`config.mk`:
```
export PLATFORM = sky130hd
export DESIGN_NAME = lsu
export DESIGN_NICKNAME = d
export VERILOG_FILES = /design/src/lsu_pkg.sv /design/src/lsu.sv
export SDC_FILE = /design/constraint.sdc
export NUM_CORES = 1
export LEC_CHECK = 0
export ABC_AREA = 0
export BUFFER_PORTS_ARGS = -buffer_cell sky130_fd_sc_hd__buf_2
export CAP_MARGIN = 5
export CORE_UTILIZATION = 25
export CTS_BUF_LIST = sky130_fd_sc_hd__clkbuf_8 sky130_fd_sc_hd__clkbuf_16
export CTS_CLUSTER_DIAMETER = 120
export CTS_CLUSTER_SIZE = 20
export DETAILED_ROUTE_END_ITERATION = 12
export GPL_TIMING_DRIVEN = 0
export SYNTH_ARGS = -nofsm -noshare
export SYNTH_HDL_FRONTEND = slang
export SYNTH_SLANG_ARGS = --single-unit
```
`constraint.sdc`:
```
create_clock -name clk -period 2.1 [get_ports clk]
set_input_delay 0.42 -clock clk [delete_from_list [all_inputs] [get_ports clk]]
set_output_delay 0.42 -clock clk [all_outputs]
set_load 0.05 [all_outputs]
```
`src/lsu_pkg.sv`:
```
package lsu_pkg;

    // bus and field widths
    typedef logic [31:0] addr_t;
    typedef logic [31:0] data_t;
    typedef logic [3:0]  strb_t;
    typedef logic [1:0]  resp_t;
    typedef logic [1:0]  size_t;

    // access size on the mask port
    localparam size_t SIZE_NONE = 2'b00;
    localparam size_t SIZE_BYTE = 2'b01;
    localparam size_t SIZE_HALF = 2'b10;
    localparam size_t SIZE_WORD = 2'b11;

    localparam resp_t RESP_OKAY   = 2'd0;
    localparam resp_t RESP_SLVERR = 2'd2;

    // timer window with mtime low word at base and high word at base + 4
    localparam addr_t CLINT_BASE = 32'h0200_0000;
    localparam addr_t CLINT_END  = 32'h0200_ffff;

    // data memory window
    localparam addr_t SRAM_BASE  = 32'h8000_0000;
    localparam int    SRAM_WORDS = 256;            // 1 KiB
    localparam int    SRAM_AW    = $clog2(SRAM_WORDS);

endpackage

```
`src/lsu.sv`:
```
`timescale 1ns/10ps

module lsu (
    input  logic           clk,
    input  logic           rst,
    input  logic           ready,
    input  logic           wen,
    input  logic           ren,
    input  logic           sign,
    input  lsu_pkg::size_t mask,
    input  lsu_pkg::addr_t addr,
    input  lsu_pkg::data_t wdata,
    output lsu_pkg::data_t rdata,
    output logic           valid,
    output logic           err,

    // read address shared by both targets
    output lsu_pkg::addr_t araddr,
    output logic           rready,

    // clint, read only
    output logic           arvalid_clint,
    input  logic           arready_clint,
    input  logic           rvalid_clint,
    input  lsu_pkg::data_t rdata_clint,
    input  lsu_pkg::resp_t rresp_clint,

    // sram read
    output logic           arvalid_sram,
    input  logic           arready_sram,
    input  logic           rvalid_sram,
    input  lsu_pkg::data_t rdata_sram,
    input  lsu_pkg::resp_t rresp_sram,

    // sram write and response
    output logic           awvalid_sram,
    output lsu_pkg::addr_t awaddr_sram,
    input  logic           awready_sram,
    output logic           wvalid_sram,
    output lsu_pkg::data_t wdata_sram,
    output lsu_pkg::strb_t wstrb_sram,
    input  logic           wready_sram,
    input  logic           bvalid_sram,
    input  lsu_pkg::resp_t bresp_sram,
    output logic           bready_sram
);

    import lsu_pkg::*;

    logic   arvalid;
    logic   awvalid;
    logic   wvalid;
    logic   pend;       // access in flight
    logic   valid_t;
    logic   err_t;
    logic   is_clint;
    logic   arready;
    logic   rvalid;
    resp_t  rresp;
    data_t  rdata_sel;
    strb_t  wstrb;
    data_t  wmem;
    data_t  rmem;
    data_t  rshift;
    logic [4:0] shamt;

    assign is_clint = (addr >= CLINT_BASE) && (addr <= CLINT_END);
    assign shamt    = {addr[1:0], 3'b000};  // byte offset in bits

    // lane placement for stores
    always_comb begin
        case (mask)
            SIZE_BYTE: wstrb = 4'b0001 << addr[1:0];
            SIZE_HALF: wstrb = 4'b0011 << addr[1:0];
            SIZE_WORD: wstrb = 4'b1111;
            default:   wstrb = 4'b0000;
        endcase
    end

    assign wmem   = wdata << shamt;
    assign rshift = rmem >> shamt;

    // load extension
    always_comb begin
        case (mask)
            SIZE_BYTE: rdata = {{24{rshift[7] & sign}}, rshift[7:0]};
            SIZE_HALF: rdata = {{16{rshift[15] & sign}}, rshift[15:0]};
            SIZE_WORD: rdata = rshift;
            default:   rdata = '0;
        endcase
    end

    // read steering by window
    assign araddr        = addr;
    assign arvalid_clint = arvalid & is_clint;
    assign arvalid_sram  = arvalid & ~is_clint;
    assign arready       = is_clint ? arready_clint : arready_sram;
    assign rvalid        = is_clint ? rvalid_clint  : rvalid_sram;
    assign rresp         = is_clint ? rresp_clint   : rresp_sram;
    assign rdata_sel     = is_clint ? rdata_clint   : rdata_sram;
    assign rready        = 1'b1;

    // clint has no write port, stores always go to sram which
    // answers slverr outside its own window
    assign awvalid_sram = awvalid;
    assign awaddr_sram  = addr;
    assign wvalid_sram  = wvalid;
    assign wdata_sram   = wmem;
    assign wstrb_sram   = wstrb;
    assign bready_sram  = 1'b1;

    // channel valids
    always_ff @(posedge clk) begin
        if (rst) begin
            arvalid <= 1'b0;
            awvalid <= 1'b0;
            wvalid  <= 1'b0;
        end else begin
            if (arvalid && arready)
                arvalid <= 1'b0;
            if (awvalid && awready_sram)
                awvalid <= 1'b0;
            if (wvalid && wready_sram)
                wvalid <= 1'b0;
            if (ren && ready)
                arvalid <= 1'b1;
            if (wen && ready) begin
                awvalid <= 1'b1;
                wvalid  <= 1'b1;
            end
        end
    end

    // completion, one cycle after the response beat
    always_ff @(posedge clk) begin
        if (rst) begin
            valid_t <= 1'b0;
            err_t   <= 1'b0;
            pend    <= 1'b0;
        end else begin
            valid_t <= 1'b0;
            err_t   <= 1'b0;
            if (rvalid && rready) begin
                valid_t <= 1'b1;
                err_t   <= |rresp;
            end else if (bvalid_sram && bready_sram) begin
                valid_t <= 1'b1;
                err_t   <= |bresp_sram;
            end
            if (valid_t)
                pend <= 1'b0;
            if ((ren || wen) && ready)
                pend <= 1'b1;
        end
    end

    always_ff @(posedge clk) begin
        if (rvalid && rready)
            rmem <= rdata_sel;  // raw word, aligned later
    end

    assign valid = (pend || ren || wen) ? valid_t : ready;
    assign err   = err_t;

endmodule

```
==> results.py <==
metrics = {
    "setup_path": {
        "r2r.worst_path.cells": 2,
        "crit_path_cell_trace": "mux4_2 -> and3_4 -> a31oi_4 -> buf_12 -> clkbuf_16 -> nand2_4 -> buf_8",
        "critical-path-slowest-cell": "mux4_2",
        "path_max_fanout": 5,
        "r2r-end": "arvalid$_SDFFE_PP0P_",
        "crit_path_end_kind": "output pin",
        "criticalPathCategory": "flop to output pin",
        "critPathBufInv": 3,
        "crit_required_ps": 1680,
        "path_delay_family": "multiplexers",
        "max_stage_delay_ps": 520,
        "timing.reg2reg.setup_slack_ps": 1380,
        "regToRegStartpoint": "arvalid$_SDFFE_PP0P_",
        "start_kind": "flop",
        "cp.depth": 7,
        "arrival_ps": 2060,
    },
    "logic_synthesis": {
        "yosysWarnings": 0,
        "synth.most_common_cell": "buf_4",
        "synth_seq_cells": 38,
        "synth_area_leader_cell": "edfxtp_1",
        "ys_types": 38,
        "synth.avg_cell_area_um2": 9.313,
        "synth_top_area_share_pct": 26.73,
        "ys_async_sr_fraction_pct": 0,
        "ys_top_cells_by_count": "buf_4 (69), mux2i_1 (34), edfxtp_1 (32)",
        "netlist_instances": 386,
        "synth_edf_count": 32,
        "ys.flop_type": "edfxtp_1",
        "synth_area_leaders": "edfxtp_1 (27%), buf_4 (14%), mux2i_1 (9.5%)",
        "synth_area_um2": 3595,
        "yosysSeqAreaShare_pct": 30.07,
    },
    "global_route": {
        "grt_max_degree": 34,
        "antenna_found_initial": 1,
        "grtUsageTotal_pct": 19.04,
        "grt_pass1_wl_um": 20880,
        "first_global_vias": 4050,
        "grt_remaining_overflow": 0,
    },
    "place": {
        "io_buffers": 270,
        "place_area_um2": 5512,
        "dpl.cell_count": 837,
        "hpwl_um": 11680,
        "place.gp.congestion": 0.8186,
    },
    "pwr": {
        "power_density_nw_per_um2": 546.9,
        "power_w": 0.003553,
        "ir_drop_uv": 349.8,
        "power.leakage_nw": 3.092,
    },
    "timing": {
        "skew_ps": 0.2160,
        "fin_crit_sh_pct": 118.2,
        "max_slew_margin_pct": 61.21,
        "hold_viol_final": 0,
        "setup_slack_ps": -382.1,
        "setup_viol": 25,
        "tightest_slew_ps": 577.5,
        "rsz0062_at_grt": "true",
        "drv_slew": 0,
        "fmax_mhz": 402.9,
        "totalNegativeSetupSlack_ps": -7905,
        "post-route-min-period_ps": 2482,
    },
    "worst_hold_path": {
        "hold_end": "awvalid_sram$_SDFFE_PP0P_",
        "holdCritStartpoint": "rst",
        "holdCritPathClass": "input port to flop",
        "holdPathStages": 2,
    },
    "clocking": {
        "clk_pin_slew_ps": 60,
        "clk_latency_ps": 290,
        "cts_buffers": 5,
        "clkSinkCount": 38,
        "cts-hold-fix-buffers": 0,
        "cts_tree": "done",
        "root_buffer": "clkbuf_16",
        "htreeDepth": 2,
        "clk_path_buf_depth": 2,
    },
    "finish": {
        "fillers": 1289,
        "design_area_um2": 6496,
        "nNetsFinal": 831,
        "layout.cells.non_filler": 860,
        "drive_above_1_share_pct": 74.08,
        "seqCellArea_um2": 1081,
        "final_util_pct": 46.62,
        "multiInputGateArea_um2": 2499,
        "area_growth_pct": 80.72,
    },
    "floorplan": {
        "rows": 43,
        "dieArea_um2": 14860,
        "io-pin-count": 289,
        "die-width_um": 121.9,
        "start_util_pct": 25.80,
        "core_area_um2": 13930,
        "fp.dieH_um": 121.9,
    },
    "drt": {
        "vias_per_cell": 4.586,
        "first_pass_iters": 4,
        "drc_errors": 0,
        "vias": 3944,
        "drt_iter0_drc": 75,
        "wl_um": 14580,
        "detail-route-antenna-nets": 0,
        "avgRoutedWirePerCell_um": 16.95,
    },
    "outcome": {
        "outcome": "finished, violations left",
        "violations": "negative setup slack",
    },
    "job": {
        "max_cap_violations": 0,
    },
}
registers in the layout, summed over array words and instances (netlist names):
signal and cells:
rmem 32, arvalid 1, awvalid_sram 1, err 1, pend 1, valid_t 1
wvalid_sram 1
layer usage:
metal / vias up / wire [um] / track usage (%)
li1: 1881 / - / -
met1: 1855 / 5034 / 18.07
met2: 188 / 8211 / 39.16
met3: 20 / 953 / 3.230
met4: 0 / 381 / 7.948
met5: - / 0 / 0
kinds of logic (layout without fill, tap and decap cells):
kind of cell,count (synthesis),in the layout,synth area share [%]
compound gates,80,80,13.85
fa+ha+maj,4,4,1.392
buf+inv,93,385,17.54
flops,38,38,30.07
mux,70,70,22.83
other cells,1,3,0.1043
simple gates,100,100,14.20
cell usage in the layout (no fill, tap or decap), drive strengths merged, types with 6 or more instances in the layout:
cell,count
mux2,35
and2,16
a21oi,22
nor2,23
mux2i,34
nand2,28
a211oi,22
buf,365
dfxtp,6
nor2b,18
edfxtp,32
o21ai,30
clkbuf,15
what timing repair did:
| item | 4_1_cts | 5_1_grt |
|---|---|---|
| endpoints found under the setup margin | 103 | 82 |
| buffers inserted | 12 | 3 |
| gates cloned | 0 | 1 |
| gates resized for setup | 111 | 61 |
| pin swaps | 4 | 4 |
per-stage QoR:
| step | hold WS [ps] | setup WS, ps |
|---|---|---|
| after floorplan | 444.1 | -184.5 |
| after global placement | 458.2 | -1225 |
| after detailed placement | 465.4 | -732.2 |
| after CTS | 393.2 | -463.7 |
| after global routing | 416.4 | -419.3 |
| final | 394.2 | -382.1 |
power breakdown:
part | internal (W) | switching, W | leakage, nW
registers | 0.000883 | 0.0000348 | 0.363
logic | 0.000638 | 0.00111 | 2.64
clock network | 0.000586 | 0.000305 | 0.0904
worst max path at each step:
stage,from,to,slack [ps]
floorplan,addr[0],rdata[16],-180
global placement,mask[0],rdata[31],-1220
finish,rmem[31]$_DFFE_PP_,rdata[30],-380
CTS,rmem[31]$_DFFE_PP_,rdata[17],-460
global route,rmem[31]$_DFFE_PP_,rdata[26],-420
detailed placement,mask[0],rdata[31],-730
area by class of cell:
class	instances	share of cell area, %
buffer	87	10.75
antenna	1	0.03852
inverter	4	0.2696
clock inverter	1	0.1348
timing repair buffer	286	27.54
tap	180	3.467
clock buffer	7	2.696
sequential	38	16.64
multi-input combinational	256	38.46
(Power assumes the default switching activity.)
