[config.mk]
export PLATFORM = sky130hd
export DESIGN_NAME = clint
export DESIGN_NICKNAME = d
export VERILOG_FILES = /design/src/lsu_pkg.sv /design/src/clint.sv
export SDC_FILE = /design/constraint.sdc
export NUM_CORES = 1
export LEC_CHECK = 0
export BUFFER_PORTS_ARGS = -buffer_cell sky130_fd_sc_hd__buf_2
export CAP_MARGIN = 40
export CORE_MARGIN = 2
export CORE_UTILIZATION = 50
export CTS_BUF_LIST = sky130_fd_sc_hd__clkbuf_4
export DETAILED_ROUTE_END_ITERATION = 6
export GPL_TIMING_DRIVEN = 0
export PLACE_DENSITY = 0.71
export SLEW_MARGIN = 20
export SYNTH_ARGS = -nofsm -noshare
export SYNTH_HDL_FRONTEND = slang
export SYNTH_SLANG_ARGS = --single-unit
[constraint.sdc]
create_clock -name clk -period 6.3 [get_ports clk]
set_clock_uncertainty 0.15 [all_clocks]
set_input_delay 1.26 -clock clk [delete_from_list [all_inputs] [get_ports clk]]
set_output_delay 1.26 -clock clk [all_outputs]
set_load 0.005 [all_outputs]
[src/lsu_pkg.sv]
package lsu_pkg;

    // bus and field widths
    typedef logic [31:0] addr_t;
    typedef logic [31:0] data_t;
    typedef logic [3:0]  strb_t;
    typedef logic [1:0]  resp_t;
    typedef logic [1:0]  size_t;

    // access size on the mask port
    localparam size_t SIZE_NONE = 2'b00;
    localparam size_t SIZE_BYTE = 2'b01;
    localparam size_t SIZE_HALF = 2'b10;
    localparam size_t SIZE_WORD = 2'b11;

    localparam resp_t RESP_OKAY   = 2'd0;
    localparam resp_t RESP_SLVERR = 2'd2;

    // timer window with mtime low word at base and high word at base + 4
    localparam addr_t CLINT_BASE = 32'h0200_0000;
    localparam addr_t CLINT_END  = 32'h0200_ffff;

    // data memory window
    localparam addr_t SRAM_BASE  = 32'h8000_0000;
    localparam int    SRAM_WORDS = 256;            // 1 KiB
    localparam int    SRAM_AW    = $clog2(SRAM_WORDS);

endpackage

[src/clint.sv]
`timescale 1ns/10ps

module clint (
    input  logic           clk,
    input  logic           rst,
    input  lsu_pkg::addr_t araddr,
    input  logic           arvalid,
    output logic           arready,
    output logic           rvalid,
    output lsu_pkg::data_t rdata,
    output lsu_pkg::resp_t rresp,
    input  logic           rready
);

    import lsu_pkg::*;

    logic [63:0] mtime;

    assign arready = 1'b1;
    assign rresp   = RESP_OKAY;

    always_ff @(posedge clk) begin
        if (rst)
            mtime <= '0;
        else
            mtime <= mtime + 64'd1;
    end

    always_ff @(posedge clk) begin
        if (rst)
            rvalid <= 1'b0;
        else if (arvalid && arready)
            rvalid <= 1'b1;
        else if (rready)
            rvalid <= 1'b0;
    end

    // sampled at the address beat
    always_ff @(posedge clk) begin
        if (arvalid && arready)
            rdata <= araddr[2] ? mtime[63:32] : mtime[31:0];
    end

endmodule

==> results.json, run 1 <==
{
  "gr-total-overflow": 0,
  "dp_cells": 594,
  "start_util_pct": 51.5,
  "grt_pass1_wl_um": 16900,
  "synthCells": 449,
  "crit_required_ps": 6540,
  "fillers": 773,
  "cp_data_arrival_time_ps": 2980,
  "avgSynthCellArea_um2": 10.0,
  "cts_buffer_depth": 2,
  "drive_above_1_share_pct": 20.9,
  "end_kind": "flop",
  "ff2ff_path_depth": 5,
  "core_mm2": 0.00872,
  "cts_tree": "built",
  "rsz0062_at_grt": "no",
  "drcViolationCount": 0,
  "io_buffers": 36,
  "antenna_found_initial": 0,
  "grt_usage_pct": 22.0,
  "fmax_ghz": 0.365,
  "drt_iter0_drc": 218,
  "slew_viol_final": 0,
  "insertedDiodeCount": 0,
  "fin_cells": 610,
  "ys.flop_type": "dfxtp_1",
  "cts.sinks": 97,
  "p_total_mw": 1.08,
  "path_max_fanout": 9,
  "worst_pin_slew_ps": 742,
  "num_io_pins": 72,
  "routabilityCongestion": 0.922,
  "fin_nets": 534,
  "dr.pass1.iters": 5,
  "max_cap_violations": 0,
  "worstSetupStartpointType": "flop",
  "power.density_mw_per_mm2": 218,
  "fin_crit_ps": 2740,
  "async_flop_share_pct": 0,
  "clk_latency_ps": 470,
  "vias": 3607,
  "hold_buffers": 0,
  "synthesis.area_mm2": 0.00449,
  "area.growth.synth_to_final_pct": 10.9,
  "dieArea_mm2": 0.00975,
  "cts_buffers": 9,
  "hold-worst-slack_ps": 362,
  "leakagePower_nw": 1.70,
  "hp-class": "flop to flop",
  "final_antenna_net_count": 0,
  "critPathKind": "flop to flop",
  "status": "finished clean",
  "synth_cell_type_count": 41,
  "hold_viol_final": 0,
  "grt_pass1_vias": 3383,
  "setup_tns_ps": 0,
  "worstReg2RegStart": "mtime[12]$_SDFF_PP0_",
  "r2r-end": "mtime[61]$_SDFF_PP0_",
  "cts_resized": 0,
  "rows": 34,
  "hold_path_depth": 2,
  "ys_ff_latch": 97,
  "holdCritStartpoint": "rvalid$_SDFFE_PP0P_",
  "synth_warnings": 0,
  "die_y_um": 98.8,
  "path_clk_slew_ps": 160,
  "dp_hpwl_um": 7390,
  "r2r_slack_ps": 3560,
  "finalWorstSetupSlack_ps": 3560,
  "post-cts-setup-buffer-count": 0,
  "timing.final.crit_share_pct": 43.5,
  "synth_edf_count": 32,
  "holdPathEnd": "rvalid$_SDFFE_PP0P_",
  "ys_seq_area_share_pct": 50.4,
  "grt_max_degree": 34,
  "ir_drop_mv": 0.126,
  "dpl_worst_slack_ps": 3290,
  "via_per_inst": 5.91,
  "setup_violations": 0,
  "cts-root-buf": "clkbuf_4",
  "post_drt_wl_per_cell_um": 17.3,
  "htreeDepth": 3,
  "finalWirelength_um": 10500,
  "slew_headroom_pct": 50.1,
  "die_w_um": 98.8
}
## final cells by class
cell class	instances	area [µm²]	share of cell area, %
Sequential cell	97	2260	45.5
Multi-Input combinational cell	324	2100	42.2
Timing Repair Buffer	36	180	3.62
Tap cell	108	135	2.71
Clock inverter	7	101	2.04
Buffer	18	90.1	1.81
Clock buffer	9	67.6	1.36
Inverter	11	41.3	0.830
## critical path, stage by stage, from the launching register on
cell	delay, ps
dfxtp_1	510
nand4_4	240
nor4_4	550
nand4_1	530
or3_1	530
a21oi_1	150
## through the flow
step	utilization (%)	instance area, µm²
floorplan	-	4490
global placement	55.1	4810
detailed placement	55.1	4810
CTS	57.1	4980
global route	57.1	4980
finish	57.1	4980
## power breakdown
| part | leakage (nW) | internal (mW) | switching [mW] |
|---|---|---|---|
| clock | 0.0831 | 0.164 | 0.224 |
| sequential | 0.854 | 0.654 | 0.00391 |
| combinational | 0.765 | 0.0139 | 0.0245 |
## how the worst max path moves through the flow
stage                         start  slack, ps                   end  depth (start not counted)
2_1_floorplan             araddr[2]       3630   rdata[10]$_DFFE_PP_                          3
3_5_place_dp              araddr[2]       3290   rdata[23]$_DFFE_PP_                          3
5_1_grt        mtime[12]$_SDFF_PP0_       3390  mtime[61]$_SDFF_PP0_                          5
6_report       mtime[12]$_SDFF_PP0_       3560  mtime[61]$_SDFF_PP0_                          5
3_3_place_gp              araddr[2]       3320   rdata[24]$_DFFE_PP_                          3
4_1_cts        mtime[12]$_SDFF_PP0_       3570  mtime[61]$_SDFF_PP0_                          5
## synth_stat cells, types with 2 or more instances
library cell / n / share of area, %
a21oi_1: 24 / 2.7
and4_1: 2 / 0.39
buf_1: 5 / 0.42
buf_2: 3 / 0.33
buf_4: 3 / 0.50
clkbuf_1: 6 / 0.50
conb_1: 2 / 0.17
dfxtp_1: 65 / 29
edfxtp_1: 32 / 21
inv_1: 11 / 0.92
mux2_2: 29 / 7.3
nand2_1: 29 / 2.4
nand3_1: 25 / 2.8
nand3_2: 3 / 0.67
nand4_1: 26 / 3.6
nand4_2: 2 / 0.56
nor2_1: 54 / 4.5
nor2b_1: 2 / 0.28
nor3_1: 8 / 0.89
nor4_1: 11 / 1.5
nor4_2: 3 / 0.84
nor4_4: 3 / 1.4
o21ai_0: 21 / 2.3
o31ai_1: 5 / 0.84
or2_2: 2 / 0.28
or3_1: 18 / 2.5
or4_1: 6 / 1.0
xnor2_1: 18 / 3.5
xor2_1: 19 / 3.7
## layer usage
| metal | track usage [%] | wire length (µm) | vias to the layer above |
|---|---|---|---|
| li1 | - | - | 1729 |
| met1 | 30.0 | 4780 | 1733 |
| met2 | 35.9 | 5020 | 129 |
| met3 | 4.11 | 585 | 16 |
| met4 | 6.74 | 148 | 0 |
| met5 | 0 | 0 | - |
## cells by family after synthesis
logic type,share of synthesized area [%]
AND/OR/NAND/NOR,25.3
multiplexers,7.27
buffers and inverters,2.93
flip-flops,50.4
XOR/XNOR,7.22
adder cells (fa/ha/maj),0.279
other,0.167
AO/OA/AOI/OAI,6.44
## state kept, by name (all words and copies together), names as in the netlist
name,flops
mtime,64
rdata,32
rvalid,1
## placed cells by master, fill, tap and decap left out, types with 3 or more instances in the layout
cell type  Yosys  final
buf_2          3     39
nor3_1         8      8
mux2_2        29     29
nor4_2         3      3
or4_1          6      6
o31ai_1        5      5
a21oi_1       24     24
clkbuf_4       0      9
dfxtp_1       65     65
xnor2_1       18     18
nor4_1        11     11
nor4_4         3      3
o21ai_0       21     21
inv_1         11     11
or3_1         18     18
edfxtp_1      32     32
buf_4          3      3
conb_1         2      3
nand2_1       29     29
xor2_1        19     19
nand3_2        3      3
buf_1          5      5
nor2_1        54     54
clkbuf_1       6      6
nand4_1       26     26
nand3_1       25     25
(Power assumes the default switching activity.)
==> inputs of run 2 (changes only) <==
Clock period 6.3 ns to 2.8 ns, I/O delays scaled along.
==> run 2 against run 1 <==
  * Routed wire length increased by 0.65%
  * Flip-flop and latch count did not move
  * Largest power group unchanged
  * Sequential share of layout area decreased by 0.26 points
  * Maximum frequency is 2.6% higher
  * Power increased by 120%
  * Critical path depth is the same
  * First-iteration DRC count increased by 7.3%
  * Count of clock-buffer cells in the layout did not move
  * Die area is the same
  * Via count is 0.58% lower
  * Cell count grew 0.49%
  * Clock power is 130% higher
  * Critical endpoint is now mtime[59]$_SDFF_PP0_
==> results.json, run 2 (same netlist as run 1, synthesis figures left out) <==
{
  "post_drt_wl_per_cell_um": 17.3,
  "end_kind": "flop",
  "dr.pass1.iters": 5,
  "grt_pass1_wl_um": 16900,
  "insertedDiodeCount": 0,
  "finalWirelength_um": 10600,
  "worstSetupStartpointType": "flop",
  "multi_input_area_mm2": 0.00211,
  "path_max_fanout": 7,
  "rsz0062_at_grt": "no",
  "largest_register_ffs": 64,
  "final_antenna_net_count": 0,
  "layout_common_cells": "dfxtp_1 (65), nor2_1 (54), buf_2 (39)",
  "cts_buffer_depth": 2,
  "critPathKind": "flop to flop",
  "power.density_mw_per_mm2": 488,
  "hp-class": "input pin to flop",
  "die_y_um": 98.8,
  "ir_drop_mv": 0.282,
  "vias": 3586,
  "crit_required_ps": 3050,
  "die_w_um": 98.8,
  "cts_tree": "built",
  "seq_area_mm2": 0.00226,
  "hold_viol_final": 0,
  "max_cap_violations": 0,
  "fillers": 771,
  "final_common_cell": "dfxtp_1",
  "routabilityCongestion": 0.922,
  "core_mm2": 0.00872,
  "worst_pin_slew_ps": 753,
  "top_register": "mtime",
  "status": "finished clean",
  "dieArea_mm2": 0.00975,
  "io_buffers": 36,
  "setup_violations": 0,
  "fin_crit_ps": 2670,
  "drive_above_1_share_pct": 21.4,
  "timing.final.crit_share_pct": 95.3,
  "dp_hpwl_um": 7390,
  "drcViolationCount": 0,
  "r2r_slack_ps": 130,
  "clk_latency_ps": 460,
  "num_io_pins": 72,
  "via_per_inst": 5.85,
  "area.growth.synth_to_final_pct": 11.5,
  "slew_headroom_pct": 49.8,
  "fin_nets": 537,
  "cp_data_arrival_time_ps": 2920,
  "antenna_found_initial": 0,
  "cts_buffers": 9,
  "htreeDepth": 3,
  "grt_usage_pct": 22.0,
  "cts-root-buf": "clkbuf_4",
  "rows": 34,
  "fmax_ghz": 0.375,
  "grt_pass1_vias": 3383,
  "leakagePower_nw": 1.73,
  "drt_iter0_drc": 234,
  "hold-worst-slack_ps": 253,
  "top_regs": "mtime (64), rdata (32), rvalid (1)",
  "path_clk_slew_ps": 160,
  "slew_viol_final": 0,
  "cts.sinks": 97,
  "setup_tns_ps": 0,
  "grt_max_degree": 34,
  "gr-total-overflow": 0,
  "start_util_pct": 51.5
}
[run 2: final timing paths]
| path | startpoint | end | cells after the start |
|---|---|---|---|
| worst min register to register | rvalid$_SDFFE_PP0P_ | rvalid$_SDFFE_PP0P_ | 2 |
| worst max-delay path | mtime[3]$_SDFF_PP0_ | mtime[59]$_SDFF_PP0_ | 5 |
| worst max register to register | mtime[3]$_SDFF_PP0_ | mtime[59]$_SDFF_PP0_ | 5 |
| worst min-delay path | rready | rvalid$_SDFFE_PP0P_ | 4 |
[run 2: per-layer routing]
layer / up-vias / routed length, µm / track usage (%)
met2: 89 / 5050 / 35.9
li1: 1729 / - / -
met5: - / 0 / 0
met3: 19 / 465 / 4.11
met1: 1749 / 4920 / 30.0
met4: 0 / 170 / 6.74
[run 2: layout make-up]
cell class / instances / share of cell area [%]
multi-input cells: 324 / 42.1
clock inverters: 7 / 2.02
inverters: 11 / 0.825
well taps: 108 / 2.70
plain buffers: 18 / 1.80
flip-flops and latches: 97 / 45.2
repair buffers: 39 / 4.05
clock buffers: 9 / 1.35
[run 2: repair_timing]
action | in CTS | in global routing
resized for setup | 0 | 1
hold buffers | 0 | 0
setup endpoints to repair | 0 | 5
setup buffers | 0 | 3
[run 2: worst max-delay path, cell delays in order, from the launching register on]
cell and delay (ps):
dfxtp_1 490, nand4_1 260, nor4_4 580, nand3_1 400, or4_1 590, a21oi_1 140
[run 2: power breakdown]
group	switching, mW	internal [mW]
Combinational	0.0552	0.0313
Sequential	0.00872	1.47
Clock	0.503	0.370
[run 2: metrics by stage]
stage / std cells / cell area, µm² / setup WS [ps] / util (%) / power [mW]
after floorplan: 450 / 4490 / 695 / - / 1.55
after global placement: 594 / 4810 / 221 / 55.1 / 1.60
after detailed placement: 594 / 4810 / 139 / 55.1 / 1.60
after CTS: 610 / 4980 / 74.8 / 57.1 / 2.45
after global routing: 613 / 5010 / 5.58 / 57.4 / 2.51
final: 613 / 5010 / 133 / 57.4 / 2.44
==> inputs of run 3 (changes only) <==
Settings changed: CORE_ASPECT_RATIO set to 0.7, CORE_UTILIZATION 50 to 55, PLACE_DENSITY 0.71 to 0.77.
==> run 3 against run 2 <==
  * Largest cell class unchanged
  * Maximum frequency shrank 2.2%
  * Clock power shrank 3.4%
  * Die area shrank 8.6%
  * Global-route usage grew 3.2 points
  * First-iteration DRC count grew 61%
  * Count of clock-buffer cells in the layout grew 2
  * Sequential share of layout area grew 0.20 points
  * Critical path depth is the same
  * Critical endpoint is now mtime[54]$_SDFF_PP0_
==> results.json, run 3 (same netlist as run 1, synthesis figures left out) <==
{
  "cts_buffer_depth": 2,
  "hold-worst-slack_ps": 235,
  "gr-total-overflow": 0,
  "htreeDepth": 3,
  "cts_buffers": 9,
  "area.growth.synth_to_final_pct": 11.0,
  "antenna_found_initial": 0,
  "finalWorstSetupSlack_ps": 73.7,
  "top_regs": "mtime (64), rdata (32), rvalid (1)",
  "layout_common_cells": "dfxtp_1 (65), nor2_1 (54), buf_2 (39)",
  "num_io_pins": 72,
  "vias": 3682,
  "timing.final.crit_share_pct": 97.4,
  "leakagePower_nw": 1.72,
  "die_w_um": 112,
  "hold_viol_final": 0,
  "fin_crit_ps": 2730,
  "cp_data_arrival_time_ps": 2980,
  "final_common_cell": "dfxtp_1",
  "status": "finished clean",
  "path_max_fanout": 8,
  "insertedDiodeCount": 0,
  "crit_required_ps": 3050,
  "cts_tree": "built",
  "grt_max_degree": 34,
  "io_buffers": 36,
  "fmax_ghz": 0.367,
  "final_antenna_net_count": 0,
  "dieArea_mm2": 0.00891,
  "rsz0062_at_grt": "no",
  "seq_area_mm2": 0.00226,
  "drcViolationCount": 0,
  "finalWirelength_um": 11000,
  "rows": 27,
  "top_register": "mtime",
  "slew_viol_final": 0,
  "path_clk_slew_ps": 140,
  "post_drt_wl_per_cell_um": 18.1,
  "hp-class": "input pin to flop",
  "cp_cell_sequence": "nand4_4 -> nor4_4 -> nand3_1 -> or4_1 -> a21oi_1",
  "largest_register_ffs": 64,
  "ir_drop_mv": 0.319,
  "slew_headroom_pct": 43.1,
  "worst_pin_slew_ps": 848,
  "grt_pass1_wl_um": 17300,
  "worst-path-buf-inv": 0,
  "fillers": 700,
  "drive_above_1_share_pct": 21.4,
  "p_total_mw": 2.41,
  "power.density_mw_per_mm2": 484,
  "critPathTopFamily": "simple AND/OR/NAND/NOR gates",
  "routabilityCongestion": 0.934,
  "critPathKind": "flop to flop",
  "drt_iter0_drc": 377,
  "dp_hpwl_um": 7740,
  "cp_slowest_cell": "or4_1",
  "clk_latency_ps": 460,
  "start_util_pct": 56.8,
  "die_y_um": 79.6,
  "dr.pass1.iters": 5,
  "core_mm2": 0.00791,
  "max_cap_violations": 0,
  "setup_tns_ps": 0,
  "dpl_worst_slack_ps": 135,
  "grt_usage_pct": 25.2,
  "fin_nets": 537,
  "grt_pass1_vias": 3316,
  "worstSetupStartpointType": "flop",
  "cts-root-buf": "clkbuf_4",
  "cts.sinks": 97,
  "multi_input_area_mm2": 0.00210,
  "max_stage_delay_ps": 600,
  "end_kind": "flop",
  "via_per_inst": 6.08,
  "setup_violations": 0
}
## run 3: cell count changes in the layout (fill, tap and decap cells not counted), sizes merged
cell / delta
clkinv: +1
clkbuf: +2
clkinvlp: -2
inv: -1
## run 3: report_power, final
| part | internal, mW | switching (mW) | total [mW] |
|---|---|---|---|
| logic | 0.0311 | 0.0552 | 0.0863 |
| registers | 1.47 | 0.00971 | 1.48 |
| clock network | 0.383 | 0.459 | 0.843 |
| total | 1.89 | 0.524 | 2.41 |
## run 3: worst reg2reg max path: stages (launching register included)
cell	delay, ps
dfxtp_1	510
nand4_4	260
nor4_4	590
nand3_1	430
or4_1	600
a21oi_1	140
## run 3: final timing paths
path | to | start | cells past startpoint | slack [ps]
max reg2reg | mtime[54]$_SDFF_PP0_ | mtime[12]$_SDFF_PP0_ | 5 | 70
min | rvalid$_SDFFE_PP0P_ | rready | 4 | 240
min reg2reg | rvalid$_SDFFE_PP0P_ | rvalid$_SDFFE_PP0P_ | 2 | 360
max | mtime[54]$_SDFF_PP0_ | mtime[12]$_SDFF_PP0_ | 5 | 70
## run 3: area by class of cell
cell class                 count  area share (%)
clock buffer                  11            1.66
buffer                        18            1.81
clock inverter                 5            1.58
sequential                    97            45.4
inverter                      11           0.829
multi-input combinational    324            42.1
timing repair buffer          39            4.07
tap                          101            2.54
## run 3: metrics by stage
| step | cell area [µm²] | cells | utilization (%) |
|---|---|---|---|
| 2_1_floorplan | 4490 | 450 | - |
| 3_3_place_gp | 4800 | 587 | 60.7 |
| 3_5_place_dp | 4800 | 587 | 60.7 |
| 4_1_cts | 4960 | 603 | 62.8 |
| 5_1_grt | 4980 | 606 | 63.0 |
| 6_report | 4980 | 606 | 63.0 |
## run 3: routing by layer
metal	GRT usage (%)	wire [µm]
met1	36.2	5150
met2	38.1	4750
met3	6.76	952
met4	6.46	137
met5	0	0
## run 3: timing repair
item / CTS / global route
buffers inserted: 0 / 3
hold buffers: 0 / 0
resized for setup: 0 / 0
endpoints found under the setup margin: 0 / 4
